==> src/common/super6502_pkg.sv <==
`default_nettype none

package super6502_pkg;

    localparam int DATA_W  = 8;
    localparam int ADDR_W  = 16;
    localparam int NUM_IRQ = 8;

    // Peripheral window bases
    localparam logic [ADDR_W-1:0] LEDS_ADDR  = 16'h7FF0;
    localparam logic [ADDR_W-1:0] TIMER_BASE = 16'h7FF4;  // 4 regs
    localparam logic [ADDR_W-1:0] MULT_BASE  = 16'h7FE8;  // 8 regs
    localparam logic [ADDR_W-1:0] IRQ_BASE   = 16'h7FF8;  // 2 regs

    typedef enum logic [1:0] {
        TMR_LO   = 2'd0,  // Reload low / count low
        TMR_HI   = 2'd1,  // Reload high / count high
        TMR_CTRL = 2'd2,  // Enable, irq enable
        TMR_STAT = 2'd3   // Expired, write 1 to clear
    } timer_reg_e;

    typedef enum logic [2:0] {
        A_LO = 3'd0,
        A_HI = 3'd1,
        B_LO = 3'd2,
        B_HI = 3'd3,
        P0   = 3'd4,  // Product bytes, read only
        P1   = 3'd5,
        P2   = 3'd6,
        P3   = 3'd7
    } mult_reg_e;

    typedef enum logic {
        IRQ_EN   = 1'b0,
        IRQ_STAT = 1'b1
    } irq_reg_e;

endpackage

`default_nettype wire

==> src/hdl/addr_decode.sv <==
`default_nettype none

module addr_decode (
    input  wire logic [super6502_pkg::ADDR_W-1:0] i_addr,
    output logic                                  o_leds_cs,
    output logic                                  o_timer_cs,
    output logic                                  o_mult_cs,
    output logic                                  o_irq_cs
);

    always_comb begin
        o_leds_cs  = (i_addr == super6502_pkg::LEDS_ADDR);
        o_timer_cs = (i_addr[15:2] == super6502_pkg::TIMER_BASE[15:2]);
        o_mult_cs  = (i_addr[15:3] == super6502_pkg::MULT_BASE[15:3]);
        o_irq_cs   = (i_addr[15:1] == super6502_pkg::IRQ_BASE[15:1]);
    end

    // The read mux in the top relies on the windows never overlapping
    always_comb begin
        a_single_cs : assert final ($onehot0({o_leds_cs, o_timer_cs, o_mult_cs, o_irq_cs}))
            else $error("addr_decode: overlapping chip selects at %h", i_addr);
    end

endmodule

`default_nettype wire

==> src/hdl/leds.sv <==
`default_nettype none

module leds (
    input  wire logic                                clk_2,
    input  wire logic                                i_rst_n,
    input  wire logic                                i_cs,
    input  wire logic                                i_rwb,
    input  wire logic [super6502_pkg::DATA_W-1:0]    i_data,
    output logic      [super6502_pkg::DATA_W-1:0]    o_data,
    output logic      [super6502_pkg::DATA_W-1:0]    o_leds
);

    logic [super6502_pkg::DATA_W-1:0] led_q;

    always_ff @(posedge clk_2 or negedge i_rst_n) begin
        if (!i_rst_n) begin
            led_q <= '0;
        end else if (i_cs && !i_rwb) begin
            led_q <= i_data;
        end
    end

    assign o_data = led_q;  // Readback
    assign o_leds = led_q;

endmodule

`default_nettype wire

==> src/timer/timer.sv <==
`default_nettype none

module timer (
    input  wire logic                                clk_2,
    input  wire logic                                i_rst_n,
    input  wire logic                                i_cs,
    input  wire logic                                i_rwb,
    input  wire logic [1:0]                          i_addr,
    input  wire logic [super6502_pkg::DATA_W-1:0]    i_data,
    output logic      [super6502_pkg::DATA_W-1:0]    o_data,
    output logic                                     o_irqb
);

    super6502_pkg::timer_reg_e reg_sel;

    logic [15:0] reload;
    logic [15:0] count;
    logic        enable;
    logic        irq_en;
    logic        expired;
    logic        wr;

    assign reg_sel = super6502_pkg::timer_reg_e'(i_addr);
    assign wr      = i_cs && !i_rwb;

    always_ff @(posedge clk_2 or negedge i_rst_n) begin
        if (!i_rst_n) begin
            reload  <= '0;
            count   <= '0;
            enable  <= 1'b0;
            irq_en  <= 1'b0;
            expired <= 1'b0;
        end else begin
            if (wr && reg_sel == super6502_pkg::TMR_LO) reload[7:0] <= i_data;
            if (wr && reg_sel == super6502_pkg::TMR_HI) reload[15:8] <= i_data;
            if (wr && reg_sel == super6502_pkg::TMR_CTRL) begin
                enable <= i_data[0];
                irq_en <= i_data[1];
            end
            if (wr && reg_sel == super6502_pkg::TMR_STAT && i_data[0]) begin
                expired <= 1'b0;
            end

            // High byte write restarts the count with the new reload
            if (wr && reg_sel == super6502_pkg::TMR_HI) begin
                count <= {i_data, reload[7:0]};
            end else if (enable) begin
                if (count == 16'd0) begin
                    count   <= reload;
                    expired <= 1'b1;  // Set wins over a same-cycle clear
                end else begin
                    count <= count - 16'd1;
                end
            end
        end
    end

    always_comb begin
        unique case (reg_sel)
            super6502_pkg::TMR_LO:   o_data = count[7:0];
            super6502_pkg::TMR_HI:   o_data = count[15:8];
            super6502_pkg::TMR_CTRL: o_data = {6'd0, irq_en, enable};
            super6502_pkg::TMR_STAT: o_data = {7'd0, expired};
            default:                 o_data = '0;
        endcase
    end

    assign o_irqb = ~(expired & irq_en);

    // A new interrupt needs an expiry, either now or already standing
    a_irq_source : assert property (@(posedge clk_2) disable iff (!i_rst_n)
        $fell(o_irqb) |-> expired && irq_en
                          && ($past(expired) || $past(enable && count == 16'd0)))
        else $error("timer: interrupt asserted without expiry");

endmodule

`default_nettype wire

==> src/multiplier/multiplier.sv <==
`default_nettype none

module multiplier (
    input  wire logic                                clk_2,
    input  wire logic                                i_rst_n,
    input  wire logic                                i_cs,
    input  wire logic                                i_rwb,
    input  wire logic [2:0]                          i_addr,
    input  wire logic [super6502_pkg::DATA_W-1:0]    i_data,
    output logic      [super6502_pkg::DATA_W-1:0]    o_data
);

    super6502_pkg::mult_reg_e reg_sel;

    logic [15:0] op_a;
    logic [15:0] op_b;
    logic [31:0] product;

    assign reg_sel = super6502_pkg::mult_reg_e'(i_addr);

    always_ff @(posedge clk_2 or negedge i_rst_n) begin
        if (!i_rst_n) begin
            op_a <= '0;
            op_b <= '0;
        end else if (i_cs && !i_rwb) begin
            case (reg_sel)
                super6502_pkg::A_LO: op_a[7:0]  <= i_data;
                super6502_pkg::A_HI: op_a[15:8] <= i_data;
                super6502_pkg::B_LO: op_b[7:0]  <= i_data;
                super6502_pkg::B_HI: op_b[15:8] <= i_data;
                default: ;  // Product bytes are read only
            endcase
        end
    end

    // One register stage, valid the cycle after the last operand write
    always_ff @(posedge clk_2 or negedge i_rst_n) begin
        if (!i_rst_n) begin
            product <= '0;
        end else begin
            product <= op_a * op_b;
        end
    end

    always_comb begin
        unique case (reg_sel)
            super6502_pkg::A_LO: o_data = op_a[7:0];
            super6502_pkg::A_HI: o_data = op_a[15:8];
            super6502_pkg::B_LO: o_data = op_b[7:0];
            super6502_pkg::B_HI: o_data = op_b[15:8];
            super6502_pkg::P0:   o_data = product[7:0];
            super6502_pkg::P1:   o_data = product[15:8];
            super6502_pkg::P2:   o_data = product[23:16];
            super6502_pkg::P3:   o_data = product[31:24];
            default:             o_data = '0;
        endcase
    end

endmodule

`default_nettype wire

==> src/hdl/interrupt_controller.sv <==
`default_nettype none

module interrupt_controller (
    input  wire logic                                clk_2,
    input  wire logic                                i_rst_n,
    input  wire logic                                i_cs,
    input  wire logic                                i_rwb,
    input  wire logic                                i_addr,
    input  wire logic [super6502_pkg::DATA_W-1:0]    i_data,
    input  wire logic [super6502_pkg::NUM_IRQ-1:0]   i_irqb,
    output logic      [super6502_pkg::DATA_W-1:0]    o_data,
    output logic                                     o_irqb_master
);

    super6502_pkg::irq_reg_e reg_sel;

    logic [super6502_pkg::NUM_IRQ-1:0] mask;
    logic [super6502_pkg::NUM_IRQ-1:0] pending;

    assign reg_sel = super6502_pkg::irq_reg_e'(i_addr);
    assign pending = ~i_irqb;  // Sources are active low

    always_ff @(posedge clk_2 or negedge i_rst_n) begin
        if (!i_rst_n) begin
            mask <= '0;
        end else if (i_cs && !i_rwb && reg_sel == super6502_pkg::IRQ_EN) begin
            mask <= i_data;
        end
    end

    always_comb begin
        unique case (reg_sel)
            super6502_pkg::IRQ_EN:   o_data = mask;
            super6502_pkg::IRQ_STAT: o_data = pending;
            default:                 o_data = '0;
        endcase
    end

    assign o_irqb_master = ~|(pending & mask);

endmodule

`default_nettype wire

==> src/hdl/super6502.sv <==
`default_nettype none

module super6502 (
    input  wire logic                                clk_2,
    input  wire logic                                i_rst_n,
    input  wire logic                                i_cpu_rwb,
    input  wire logic [super6502_pkg::ADDR_W-1:0]    i_cpu_addr,
    input  wire logic [super6502_pkg::DATA_W-1:0]    i_cpu_data_in,
    input  wire logic [super6502_pkg::NUM_IRQ-1:1]   i_ext_irqb,
    output logic      [super6502_pkg::DATA_W-1:0]    o_cpu_data_out,
    output logic      [super6502_pkg::DATA_W-1:0]    o_cpu_data_oe,
    output logic      [super6502_pkg::DATA_W-1:0]    o_leds,
    output logic                                     o_cpu_irqb,
    output logic                                     o_cpu_nmib,
    output logic                                     o_cpu_rdy,
    output logic                                     o_cpu_resb,
    output logic                                     o_cpu_phi2
);

    logic rst_meta;
    logic leds_cs;
    logic timer_cs;
    logic mult_cs;
    logic irq_cs;
    logic timer_irqb;

    logic [super6502_pkg::DATA_W-1:0] leds_rdata;
    logic [super6502_pkg::DATA_W-1:0] timer_rdata;
    logic [super6502_pkg::DATA_W-1:0] mult_rdata;
    logic [super6502_pkg::DATA_W-1:0] irq_rdata;

    assign o_cpu_data_oe = {super6502_pkg::DATA_W{i_cpu_rwb}};
    assign o_cpu_rdy     = 1'b1;
    assign o_cpu_nmib    = 1'b1;
    assign o_cpu_phi2    = clk_2;

    // CPU reset leaves on the second edge after i_rst_n releases
    always_ff @(posedge clk_2 or negedge i_rst_n) begin
        if (!i_rst_n) begin
            rst_meta   <= 1'b0;
            o_cpu_resb <= 1'b0;
        end else begin
            rst_meta   <= 1'b1;
            o_cpu_resb <= rst_meta;
        end
    end

    addr_decode u_addr_decode (
        .i_addr     (i_cpu_addr),
        .o_leds_cs  (leds_cs),
        .o_timer_cs (timer_cs),
        .o_mult_cs  (mult_cs),
        .o_irq_cs   (irq_cs)
    );

    always_comb begin
        if (leds_cs)        o_cpu_data_out = leds_rdata;
        else if (timer_cs)  o_cpu_data_out = timer_rdata;
        else if (mult_cs)   o_cpu_data_out = mult_rdata;
        else if (irq_cs)    o_cpu_data_out = irq_rdata;
        else                o_cpu_data_out = '0;  // Unmapped
    end

    leds u_leds (
        .clk_2 (clk_2),          .i_rst_n (i_rst_n),
        .i_cs  (leds_cs),        .i_rwb   (i_cpu_rwb),
        .i_data(i_cpu_data_in),  .o_data  (leds_rdata),
        .o_leds(o_leds)
    );

    timer u_timer (
        .clk_2 (clk_2),          .i_rst_n (i_rst_n),
        .i_cs  (timer_cs),       .i_rwb   (i_cpu_rwb),
        .i_addr(i_cpu_addr[1:0]),
        .i_data(i_cpu_data_in),  .o_data  (timer_rdata),
        .o_irqb(timer_irqb)
    );

    multiplier u_multiplier (
        .clk_2 (clk_2),          .i_rst_n (i_rst_n),
        .i_cs  (mult_cs),        .i_rwb   (i_cpu_rwb),
        .i_addr(i_cpu_addr[2:0]),
        .i_data(i_cpu_data_in),  .o_data  (mult_rdata)
    );

    interrupt_controller u_interrupt_controller (
        .clk_2         (clk_2),
        .i_rst_n       (i_rst_n),
        .i_cs          (irq_cs),
        .i_rwb         (i_cpu_rwb),
        .i_addr        (i_cpu_addr[0]),
        .i_data        (i_cpu_data_in),
        .i_irqb        ({i_ext_irqb, timer_irqb}),  // Timer on line 0
        .o_data        (irq_rdata),
        .o_irqb_master (o_cpu_irqb)
    );

endmodule

`default_nettype wire

==> config.mk <==
export PLATFORM = sky130hd
export DESIGN_NAME = super6502
export DESIGN_NICKNAME = d
export VERILOG_FILES = /design/src/common/super6502_pkg.sv /design/src/hdl/addr_decode.sv /design/src/hdl/leds.sv /design/src/timer/timer.sv /design/src/multiplier/multiplier.sv /design/src/hdl/interrupt_controller.sv /design/src/hdl/super6502.sv
export SDC_FILE = /design/constraint.sdc
export NUM_CORES = 1
export LEC_CHECK = 0
export ABC_AREA = 1
export BUFFER_PORTS_ARGS = -buffer_cell sky130_fd_sc_hd__buf_2
export CORE_UTILIZATION = 27
export DETAILED_ROUTE_END_ITERATION = 10
export PLACE_DENSITY = 0.37
export REMOVE_ABC_BUFFERS = 1
export SYNTH_ARGS = -nofsm -noshare
export SYNTH_HDL_FRONTEND = slang
export SYNTH_SLANG_ARGS = --single-unit
==> constraint.sdc <==
create_clock -name clk_2 -period 10 [get_ports clk_2]
set_clock_uncertainty 0.1 [all_clocks]
set_input_delay 1 -clock clk_2 [delete_from_list [all_inputs] [get_ports clk_2]]
set_output_delay 1 -clock clk_2 [all_outputs]
set_load 0.02 [all_outputs]
==> run_results.csv, run 1 <==
group,metric,value,unit
synthesis,synthesis.area,15400,sq um
critical_path,critPathMaxFanout,2,
critical_path,path_class,"clock port to output pin",
cts,clk_pin_slew,0.05,ns
detailed_routing,drtIter0Drc,917,
synthesis,syn_inst,2173,
critical_path,crit_path_start_kind,"clock port",
sta,slew-limit-headroom,0.174,
cts,ctsHoldBuffers,0,
cells_and_area,drive_gt1_frac,0.0672,
floorplanning,start_util,0.274,
detailed_routing,drtPass1Iterations,5,
critical_path,ff2ff_path_depth,20,
floorplanning,die_area,58100,sq um
hold_path,hold_class,"flop to flop",
sta,hold_violations,0,
detailed_routing,ant_nets,0,
synthesis,ys_warn_count,0,
placed_design,port_buffers,60,
floorplanning,fp.dieW,241,microns
synthesis,synth.avg_cell_area,7.10,sq um
synthesis,ys_types,35,
global_route,grt_pass1_vias,13417,
synthesis,yosysSeqAreaShare,0.190,
critical_path,endpoint_kind,"output pin",
floorplanning,core_area,56400,sq um
detailed_routing,drt-total-wl,54.3,mm
cells_and_area,final_net_count,2508,
status,status,"finished clean",
cells_and_area,nFillCells,6291,
global_route,track_usage,0.197,
placed_design,dpl.hpwl,42.6,mm
synthesis,muxShareOfSynthArea,0,
critical_path,worst_ep_arrival_time,5.39,ns
synthesis,yosys-top-cells-area,"fa_1, dfrtp_1, nand2_1",
cells_and_area,utilization,0.303,
cts,cts_setup_buffers,0,
pwr,power.density,91.4,nW/um^2
global_route,overflow,0,
detailed_routing,drc,0,
synthesis,synth_compound_area_frac,0.0383,
global_route,grt_pass1_wl,84.1,mm
global_route,antenna_found_initial,0,
sta,finalSetupTns,0,ns
detailed_routing,wl_per_cell,18.5,microns
hold_path,whs_path_depth,0,
synthesis,synth_top_family_by_area,"adder cells",
global_route,grt_max_degree,48,
pwr,cellLeakagePower,10.2,nW
placed_design,place_congestion,0.858,
synthesis,yosysTopAreaCell,"fa_1",
cts,clock_latency,0.55,ns
sta,slew_violations,0,
flow_run,drv_cap,0,
floorplanning,die_h,241,microns
cells_and_area,seq_area,2930,sq um
critical_path,required,8.90,ns
cells_and_area,multi_input_area,10300,sq um
detailed_routing,viasPerCell,4.50,
synthesis,yosysTopAreaCellShare,0.252,
synthesis,synth_xor_area_frac,0.0142,
cts,ctsResizeCount,0,
synthesis,ys_seq_elements,117,
synthesis,synth-simple-area-share,0.276,
cells_and_area,n_antenna_cell,0,
pwr,vdd_drop_max,0.000143,V
floorplanning,ioPinCount,63,
detailed_routing,via_count,13241,
synthesis,synth-adder-area-share,0.338,
cells_and_area,syn_to_final_growth,10.7,%
sta,worst_slew_pin_slew,1.24,ns
sta,rsz0062_at_grt,"no",
sta,setup_violations,0,
cts,cts_tree,"done",
floorplanning,rows,87,
cells in the mapped netlist:
master    count
nand3_2       3
buf_6         1
nor2_1      123
a21oi_1      22
ha_1        106
fa_1        194
nand4_2       1
buf_2        13
dfrtp_1     117
nor2_2       13
buf_4        12
clkinv_1      1
nand2_1     750
nor3_1        2
or2_2         1
nor2_4        4
xor2_1       22
nand3b_1      7
or2_0         1
clkbuf_1     63
o21ai_0      22
nand3_1     113
o21ai_1      48
inv_2         7
conb_1        1
inv_1       466
buf_1        11
nand4_1      18
o22ai_1       9
a31oi_1       1
o21bai_1      8
o211ai_1      1
nand2_2       7
xnor2_1       3
nor4_1        2
stage by stage:
stage	cells	total power, mW	hold slack [ns]	setup WS (ns)	area (sq um)
floorplan	2075	0.712	0.231	3.90	15000
global placement	2908	0.839	0.235	3.57	16400
detailed placement	2908	0.838	0.235	3.68	16400
CTS	2943	1.58	0.247	3.51	17100
global route	2943	1.64	0.268	3.44	17100
finish	2943	1.56	0.246	3.51	17100
power breakdown:
part	internal, mW	switching (mW)	leakage, nW
combinational	0.0794	0.195	8.22
sequential	0.501	0.0463	1.58
clock	0.483	0.255	0.344
total	1.06	0.496	10.2
layout make-up:
type                            instances  area share
Clock buffer                           24      0.0314
Clock inverter                         12      0.0103
Inverter                              474       0.104
Multi-Input combinational cell       1484       0.602
Sequential cell                       117       0.171
Tap cell                              756      0.0554
Timing Repair Buffer                   76      0.0249
critical path, cell delays in order:
cell       delay, ns
clkbuf_16       0.12
clkbuf_16       0.12
buf_2           0.15
cell usage in the layout, fill, tap and decap left out, types with 8 or more instances in the layout:
cell,instances
a21oi_1,22
buf_2,59
buf_4,18
clkbuf_16,20
dfrtp_1,117
fa_1,194
ha_1,106
inv_1,466
nand2_1,750
nand3_1,113
nand4_1,18
nor2_1,123
nor2_2,13
o21ai_0,22
o21ai_1,48
o21bai_1,8
o22ai_1,9
xor2_1,22
cells by family (layout without fill, tap and decap cells):
logic type                 Yosys count  count (layout)
DFF                                117             117
and+or+nand+nor                   1045            1045
AOI/OAI and AO/OA                  111             111
other                                1               3
adders and majority gates          300             300
buffers and inverters              574             586
xor gates and xnor gates            25              25
state kept, by name (all words and copies together) (netlist names):
name	cells
u_multiplier.product	32
u_multiplier.op_a	16
u_multiplier.op_b	16
u_timer.count	16
u_timer.reload	16
u_interrupt_controller.mask	8
u_leds.o_data	8
o_cpu_resb	1
rst_meta	1
u_timer.enable	1
u_timer.expired	1
u_timer.irq_en	1
layer usage:
metal,part of all wire,global-route usage
met1,0.49,0.287
met2,0.44,0.303
met3,0.057,0.0321
met4,0.018,0.0435
met5,0,0
final timing paths:
path	from	end	slack (ns)
max in group asynchronous	i_rst_n	u_multiplier.product[29]	7.84
worst max-delay path	clk_2	o_cpu_phi2	3.51
min in group asynchronous	i_rst_n	u_timer.reload[13]	0.30
worst min-delay path	rst_meta	o_cpu_resb	0.25
worst max register to register	u_multiplier.op_a[7]	u_multiplier.product[18]	3.70
worst min register to register	rst_meta	o_cpu_resb	0.25
No activity file was read; power rests on OpenSTA's default activity.
==> run 2: changes to the inputs <==
clock period = 6.38 ns   (was 10 ns; I/O delays follow)
==> run 2 against run 1 <==
Register-to-register slack lost 3.2 ns. Cell count grew 0.92%. Design area grew 0.85%. Via count shrank 0.76%. Sequential cell count is the same. Hold slack lost 0.20 ns. Sequential share of layout area shrank 0.14 points. Routed wire length shrank 4.2%. Critical endpoint is now u_multiplier.product[19].
==> run_results.csv, run 2 (synthesized netlist as in run 1, its figures left out) <==
group,metric,value,unit
detailed_routing,viasPerCell,4.42,
pwr,clockPowerShare,0.456,
detailed_routing,ant_nets,0,
cts,cts_setup_buffers,0,
sta,fin_crit_sh,0.922,
pwr,power.density,137,nW/um^2
detailed_routing,drc,0,
pwr,p_int,1.54,mW
sta,hold_violations,0,
cells_and_area,largest_reg_flops,32,
global_route,grt_max_degree,63,
pwr,seqPwrFrac,0.363,
placed_design,dpl.hpwl,43.0,mm
floorplanning,die_area,58100,sq um
detailed_routing,via_count,13140,
floorplanning,fp.dieW,241,microns
detailed_routing,drt-total-wl,52.1,mm
cts,cts_tree,"done",
sta,worst_slew_pin_slew,0.868,ns
cells_and_area,final_area,17200,sq um
sta,fmaxAchievable,170,MHz
placed_design,place_area,16600,sq um
global_route,antenna_found_initial,0,
sta,rsz0062_at_grt,"no",
detailed_routing,drtIter0Drc,685,
status,status,"finished clean",
cells_and_area,layout_common_cells,"nand2_1, inv_1, fa_1, nor2_1, dfrtp_1",
cells_and_area,drive_gt1_frac,0.0790,
pwr,p_switching,0.816,mW
critical_path,endpoint_kind,"flop",
detailed_routing,wl_per_cell,17.5,microns
global_route,overflow,0,
floorplanning,ioPinCount,63,
global_route,grt_pass1_vias,13621,
cells_and_area,regMostFlops,"u_multiplier.product",
floorplanning,rows,87,
cts,ctsHoldBuffers,0,
sta,setup_violations,0,
critical_path,worst_ep_arrival_time,6.25,ns
sta,slew-limit-headroom,0.422,
critical_path,critPathMaxFanout,18,
sta,min_period,5.88,ns
floorplanning,die_h,241,microns
hold_path,hold_class,"input port to async pin",
placed_design,place_congestion,0.871,
critical_path,path_class,"flop to flop",
global_route,grt_pass1_wl,82.8,mm
sta,finalSetupTns,0,ns
placed_design,port_buffers,60,
pwr,pwr-share-comb,0.182,
cells_and_area,mostFrequentLayoutCell,"nand2_1",
global_route,track_usage,0.191,
critical_path,required,6.75,ns
pwr,cellLeakagePower,10.3,nW
pwr,swShare,0.346,
flow_run,drv_cap,0,
critical_path,crit_path_start_kind,"flop",
floorplanning,start_util,0.274,
cts,clk_pin_slew,0.06,ns
detailed_routing,drtPass1Iterations,5,
cells_and_area,syn_to_final_growth,11.6,%
cells_and_area,n_antenna_cell,0,
pwr,vdd_drop_max,0.000135,V
floorplanning,core_area,56400,sq um
sta,slew_violations,0,
cts,ctsResizeCount,0,
cts,clock_latency,0.57,ns
cells_and_area,final_net_count,2535,
[run 2: layer usage]
layer / GRT usage / part of all wire
met3: 0.0237 / 0.034
met4: 0.0380 / 0.011
met1: 0.274 / 0.50
met5: 0 / 0
met2: 0.306 / 0.46
[run 2: stage by stage]
step           setup WS [ns]  total power, mW   util  cells  hold WS [ns]
2_1_floorplan           1.29             1.12      -   2075         0.231
3_3_place_gp           0.511             1.31  0.294   2935         0.235
3_5_place_dp           0.539             1.31  0.294   2935         0.240
4_1_cts                0.487             2.39  0.305   2970        0.0882
5_1_grt                0.135             2.49  0.305   2970         0.107
6_report               0.499             2.36  0.305   2970        0.0444
[run 2: final timing paths]
kind                                        from  cells after the start  slack (ns)                       end
min in group clk_2              i_cpu_data_in[7]                      3        0.25         u_timer.reload[7]
max in group asynchronous                i_rst_n                      2        4.70         u_timer.reload[6]
setup / recovery           u_multiplier.op_a[11]                     18        0.50  u_multiplier.product[19]
setup reg to reg           u_multiplier.op_a[11]                     18        0.50  u_multiplier.product[19]
hold / removal                           i_rst_n                      1        0.04         u_timer.count[15]
hold reg to reg                         rst_meta                      0        0.25                o_cpu_resb
[run 2: area by class of cell]
class	instances	area, sq um
fillers	6258	39200
well taps	756	946
clock inverters	15	149
flip-flops and latches	117	2930
clock buffers	21	505
inverters	474	1780
repair buffers	103	628
multi-input cells	1484	10300
[run 2: critical path, stage by stage (launching register included)]
cell	delay [ns]
dfrtp_1	0.90
nand2_1	0.18
fa_1	0.56
fa_1	0.51
inv_1	0.05
fa_1	0.54
fa_1	0.45
fa_1	0.50
inv_1	0.05
fa_1	0.55
inv_1	0.07
ha_1	0.35
nand2_1	0.11
nor2_1	0.28
inv_1	0.07
nor2_1	0.16
nor2_1	0.06
nand2_1	0.08
xor2_1	0.19
[run 2: power by group through the flow]
stage	sequential (mW)	clock, mW	combinational [mW]
floorplan	0.836	0	0.280
global placement	0.869	0.0146	0.428
detailed placement	0.867	0.0146	0.425
CTS	0.854	1.10	0.428
global route	0.859	1.14	0.490
finish	0.854	1.07	0.427
==> run 3: changes to the inputs <==
CORE_UTILIZATION = 40   (was 27)
PLACE_DENSITY = 0.52   (was 0.37)
RECOVER_POWER = 100   (was not set)
==> run 3 against run 2 <==
Global-route usage increased by 7.2 points. Combinational power is 3% higher. Via count increased by 0.72%. The run now ends with design-rule violations, max-capacitance violations, max-slew violations left. Critical endpoint is now u_multiplier.product[23]. Sequential cell count unchanged. Die area decreased by 32%. Fmax down 2.8%. Sequential share of layout area up 0.52 points. Critical path depth increased by 3. Critical path type unchanged. Design area down 2.9%. Total power grew 0.12%. Highest routed layer unchanged.
==> run_results.csv, run 3 (synthesized netlist as in run 1, its figures left out) <==
group,metric,value,unit
cells_and_area,n_antenna_cell,0,
floorplanning,die_h,198,microns
placed_design,place_congestion,0.938,
floorplanning,ioPinCount,63,
detailed_routing,wl_per_cell,17.9,microns
pwr,clockPowerShare,0.453,
cts,clk_pin_slew,0.06,ns
detailed_routing,via_count,13234,
sta,fin_crit_sh,0.949,
cells_and_area,final_net_count,2523,
cells_and_area,mostFrequentLayoutCell,"nand2_1",
cts,cts_tree,"done",
critical_path,path_class,"flop to flop",
sta,holdWs,0.249,ns
detailed_routing,drc,1,
critical_path,critPathCapture,"u_multiplier.product[23]",
critical_path,critPathMaxFanout,10,
pwr,seqPwrFrac,0.361,
sta,setup_violations,0,
global_route,grt_pass1_wl,77.7,mm
status,violations,"design-rule violations, max-capacitance violations, max-slew violations",
cts,clock_latency,0.55,ns
global_route,track_usage,0.262,
critical_path,r2r_setup_slack,0.33,ns
sta,hold_violations,0,
hold_path,hold_start,"rst_meta",
flow_run,drv_cap,2,
cells_and_area,utilization,0.442,
detailed_routing,drt-total-wl,48.4,mm
cells_and_area,layout_common_cells,"nand2_1, inv_1, fa_1, nor2_1, dfrtp_1",
global_route,overflow,0,
pwr,power.density,141,nW/um^2
global_route,antenna_found_initial,0,
cts,cts_setup_buffers,0,
cts,ctsHoldBuffers,0,
pwr,swShare,0.349,
critical_path,reg2reg_to,"u_multiplier.product[23]",
critical_path,endpoint_kind,"flop",
placed_design,port_buffers,60,
hold_path,hold_class,"flop to flop",
floorplanning,die_area,39400,sq um
sta,finalSetupTns,0,ns
detailed_routing,drtPass1Iterations,9,
detailed_routing,viasPerCell,4.88,
sta,worst_slew_pin_slew,3.37,ns
cells_and_area,syn_to_final_growth,8.33,%
critical_path,reg2reg_from,"u_multiplier.op_b[7]",
floorplanning,core_area,37800,sq um
sta,slew_violations,120,
floorplanning,fp.dieW,198,microns
sta,min_period,6.05,ns
pwr,p_int,1.54,mW
cells_and_area,regMostFlops,"u_multiplier.product",
sta,fmaxAchievable,165,MHz
critical_path,required,6.71,ns
sta,slew-limit-headroom,-1.25,
cts,ctsResizeCount,0,
cells_and_area,largest_reg_flops,32,
critical_path,ff2ff_path_depth,21,
pwr,vdd_drop_max,0.000147,V
floorplanning,start_util,0.408,
detailed_routing,drtIter0Drc,944,
global_route,grt_pass1_vias,13346,
global_route,grt_max_degree,66,
critical_path,crit_path_start_kind,"flop",
pwr,p_switching,0.823,mW
detailed_routing,ant_nets,0,
status,status,"finished, violations left",
critical_path,worst_ep_arrival_time,6.38,ns
floorplanning,rows,71,
placed_design,dpl.hpwl,38.9,mm
sta,rsz0062_at_grt,"no",
pwr,power.total,2.36,mW
cells_and_area,drive_gt1_frac,0.0522,
critical_path,critPathLaunch,"u_multiplier.op_b[7]",
pwr,cellLeakagePower,10.1,nW
pwr,pwr-share-comb,0.186,
==> run 3: layout make-up <==
type | count | area, sq um
timing repair buffer | 91 | 494
clock inverter | 15 | 145
fill | 4014 | 21100
tap | 511 | 639
sequential | 117 | 2930
inverter | 474 | 1780
multi-input combinational | 1484 | 10200
clock buffer | 21 | 504
==> run 3: worst max-delay path, stage by stage (launching register included) <==
cell     delay [ns]
dfrtp_1        0.63
buf_4          0.29
nand2_1        0.10
fa_1           0.56
inv_1          0.07
fa_1           0.51
inv_1          0.06
fa_1           0.55
inv_1          0.05
fa_1           0.48
fa_1           0.50
inv_1          0.05
fa_1           0.48
inv_1          0.05
ha_1           0.34
nand2_1        0.14
nor2_1         0.32
nand3_1        0.15
nand3_1        0.20
nand3_1        0.14
nand3_1        0.10
nand2_1        0.07
==> run 3: per-layer routing <==
layer	vias to the layer above	global-route usage	wire length (microns)
met3	56	0.0392	2980
li1	6420	-	-
met4	0	0.0586	776
met2	394	0.396	21000
met1	6364	0.394	23600
met5	-	0	0
==> run 3: worst min-delay path by stage <==
stage | slack, ns | end | depth (start not counted)
after global placement | 0.23 | o_cpu_resb | 0
after global routing | 0.28 | u_timer.reload[12] | 3
after CTS | 0.08 | u_timer.reload[9] | 1
after detailed placement | 0.24 | o_cpu_resb | 0
after floorplan | 0.23 | o_cpu_resb | 0
final | 0.25 | o_cpu_resb | 0
==> run 3: per-stage QoR <==
| stage | worst slack (ns) | area (sq um) | instances |
|---|---|---|---|
| 6_report | 0.327 | 16700 | 2713 |
| 5_1_grt | 0.0912 | 16700 | 2713 |
| 4_1_cts | 0.165 | 16800 | 2713 |
| 3_5_place_dp | 0.243 | 16200 | 2678 |
| 3_3_place_gp | 0.168 | 16200 | 2678 |
| 2_1_floorplan | 1.29 | 15000 | 2075 |
==> run 3: power by group through the flow <==
stage               sequential [mW]  combinational [mW]  clock (mW)
finish                        0.852               0.438        1.07
global route                  0.856               0.487        1.11
CTS                           0.848               0.433        1.09
detailed placement            0.862               0.431      0.0146
global placement              0.862               0.432      0.0146
floorplan                     0.836               0.280           0
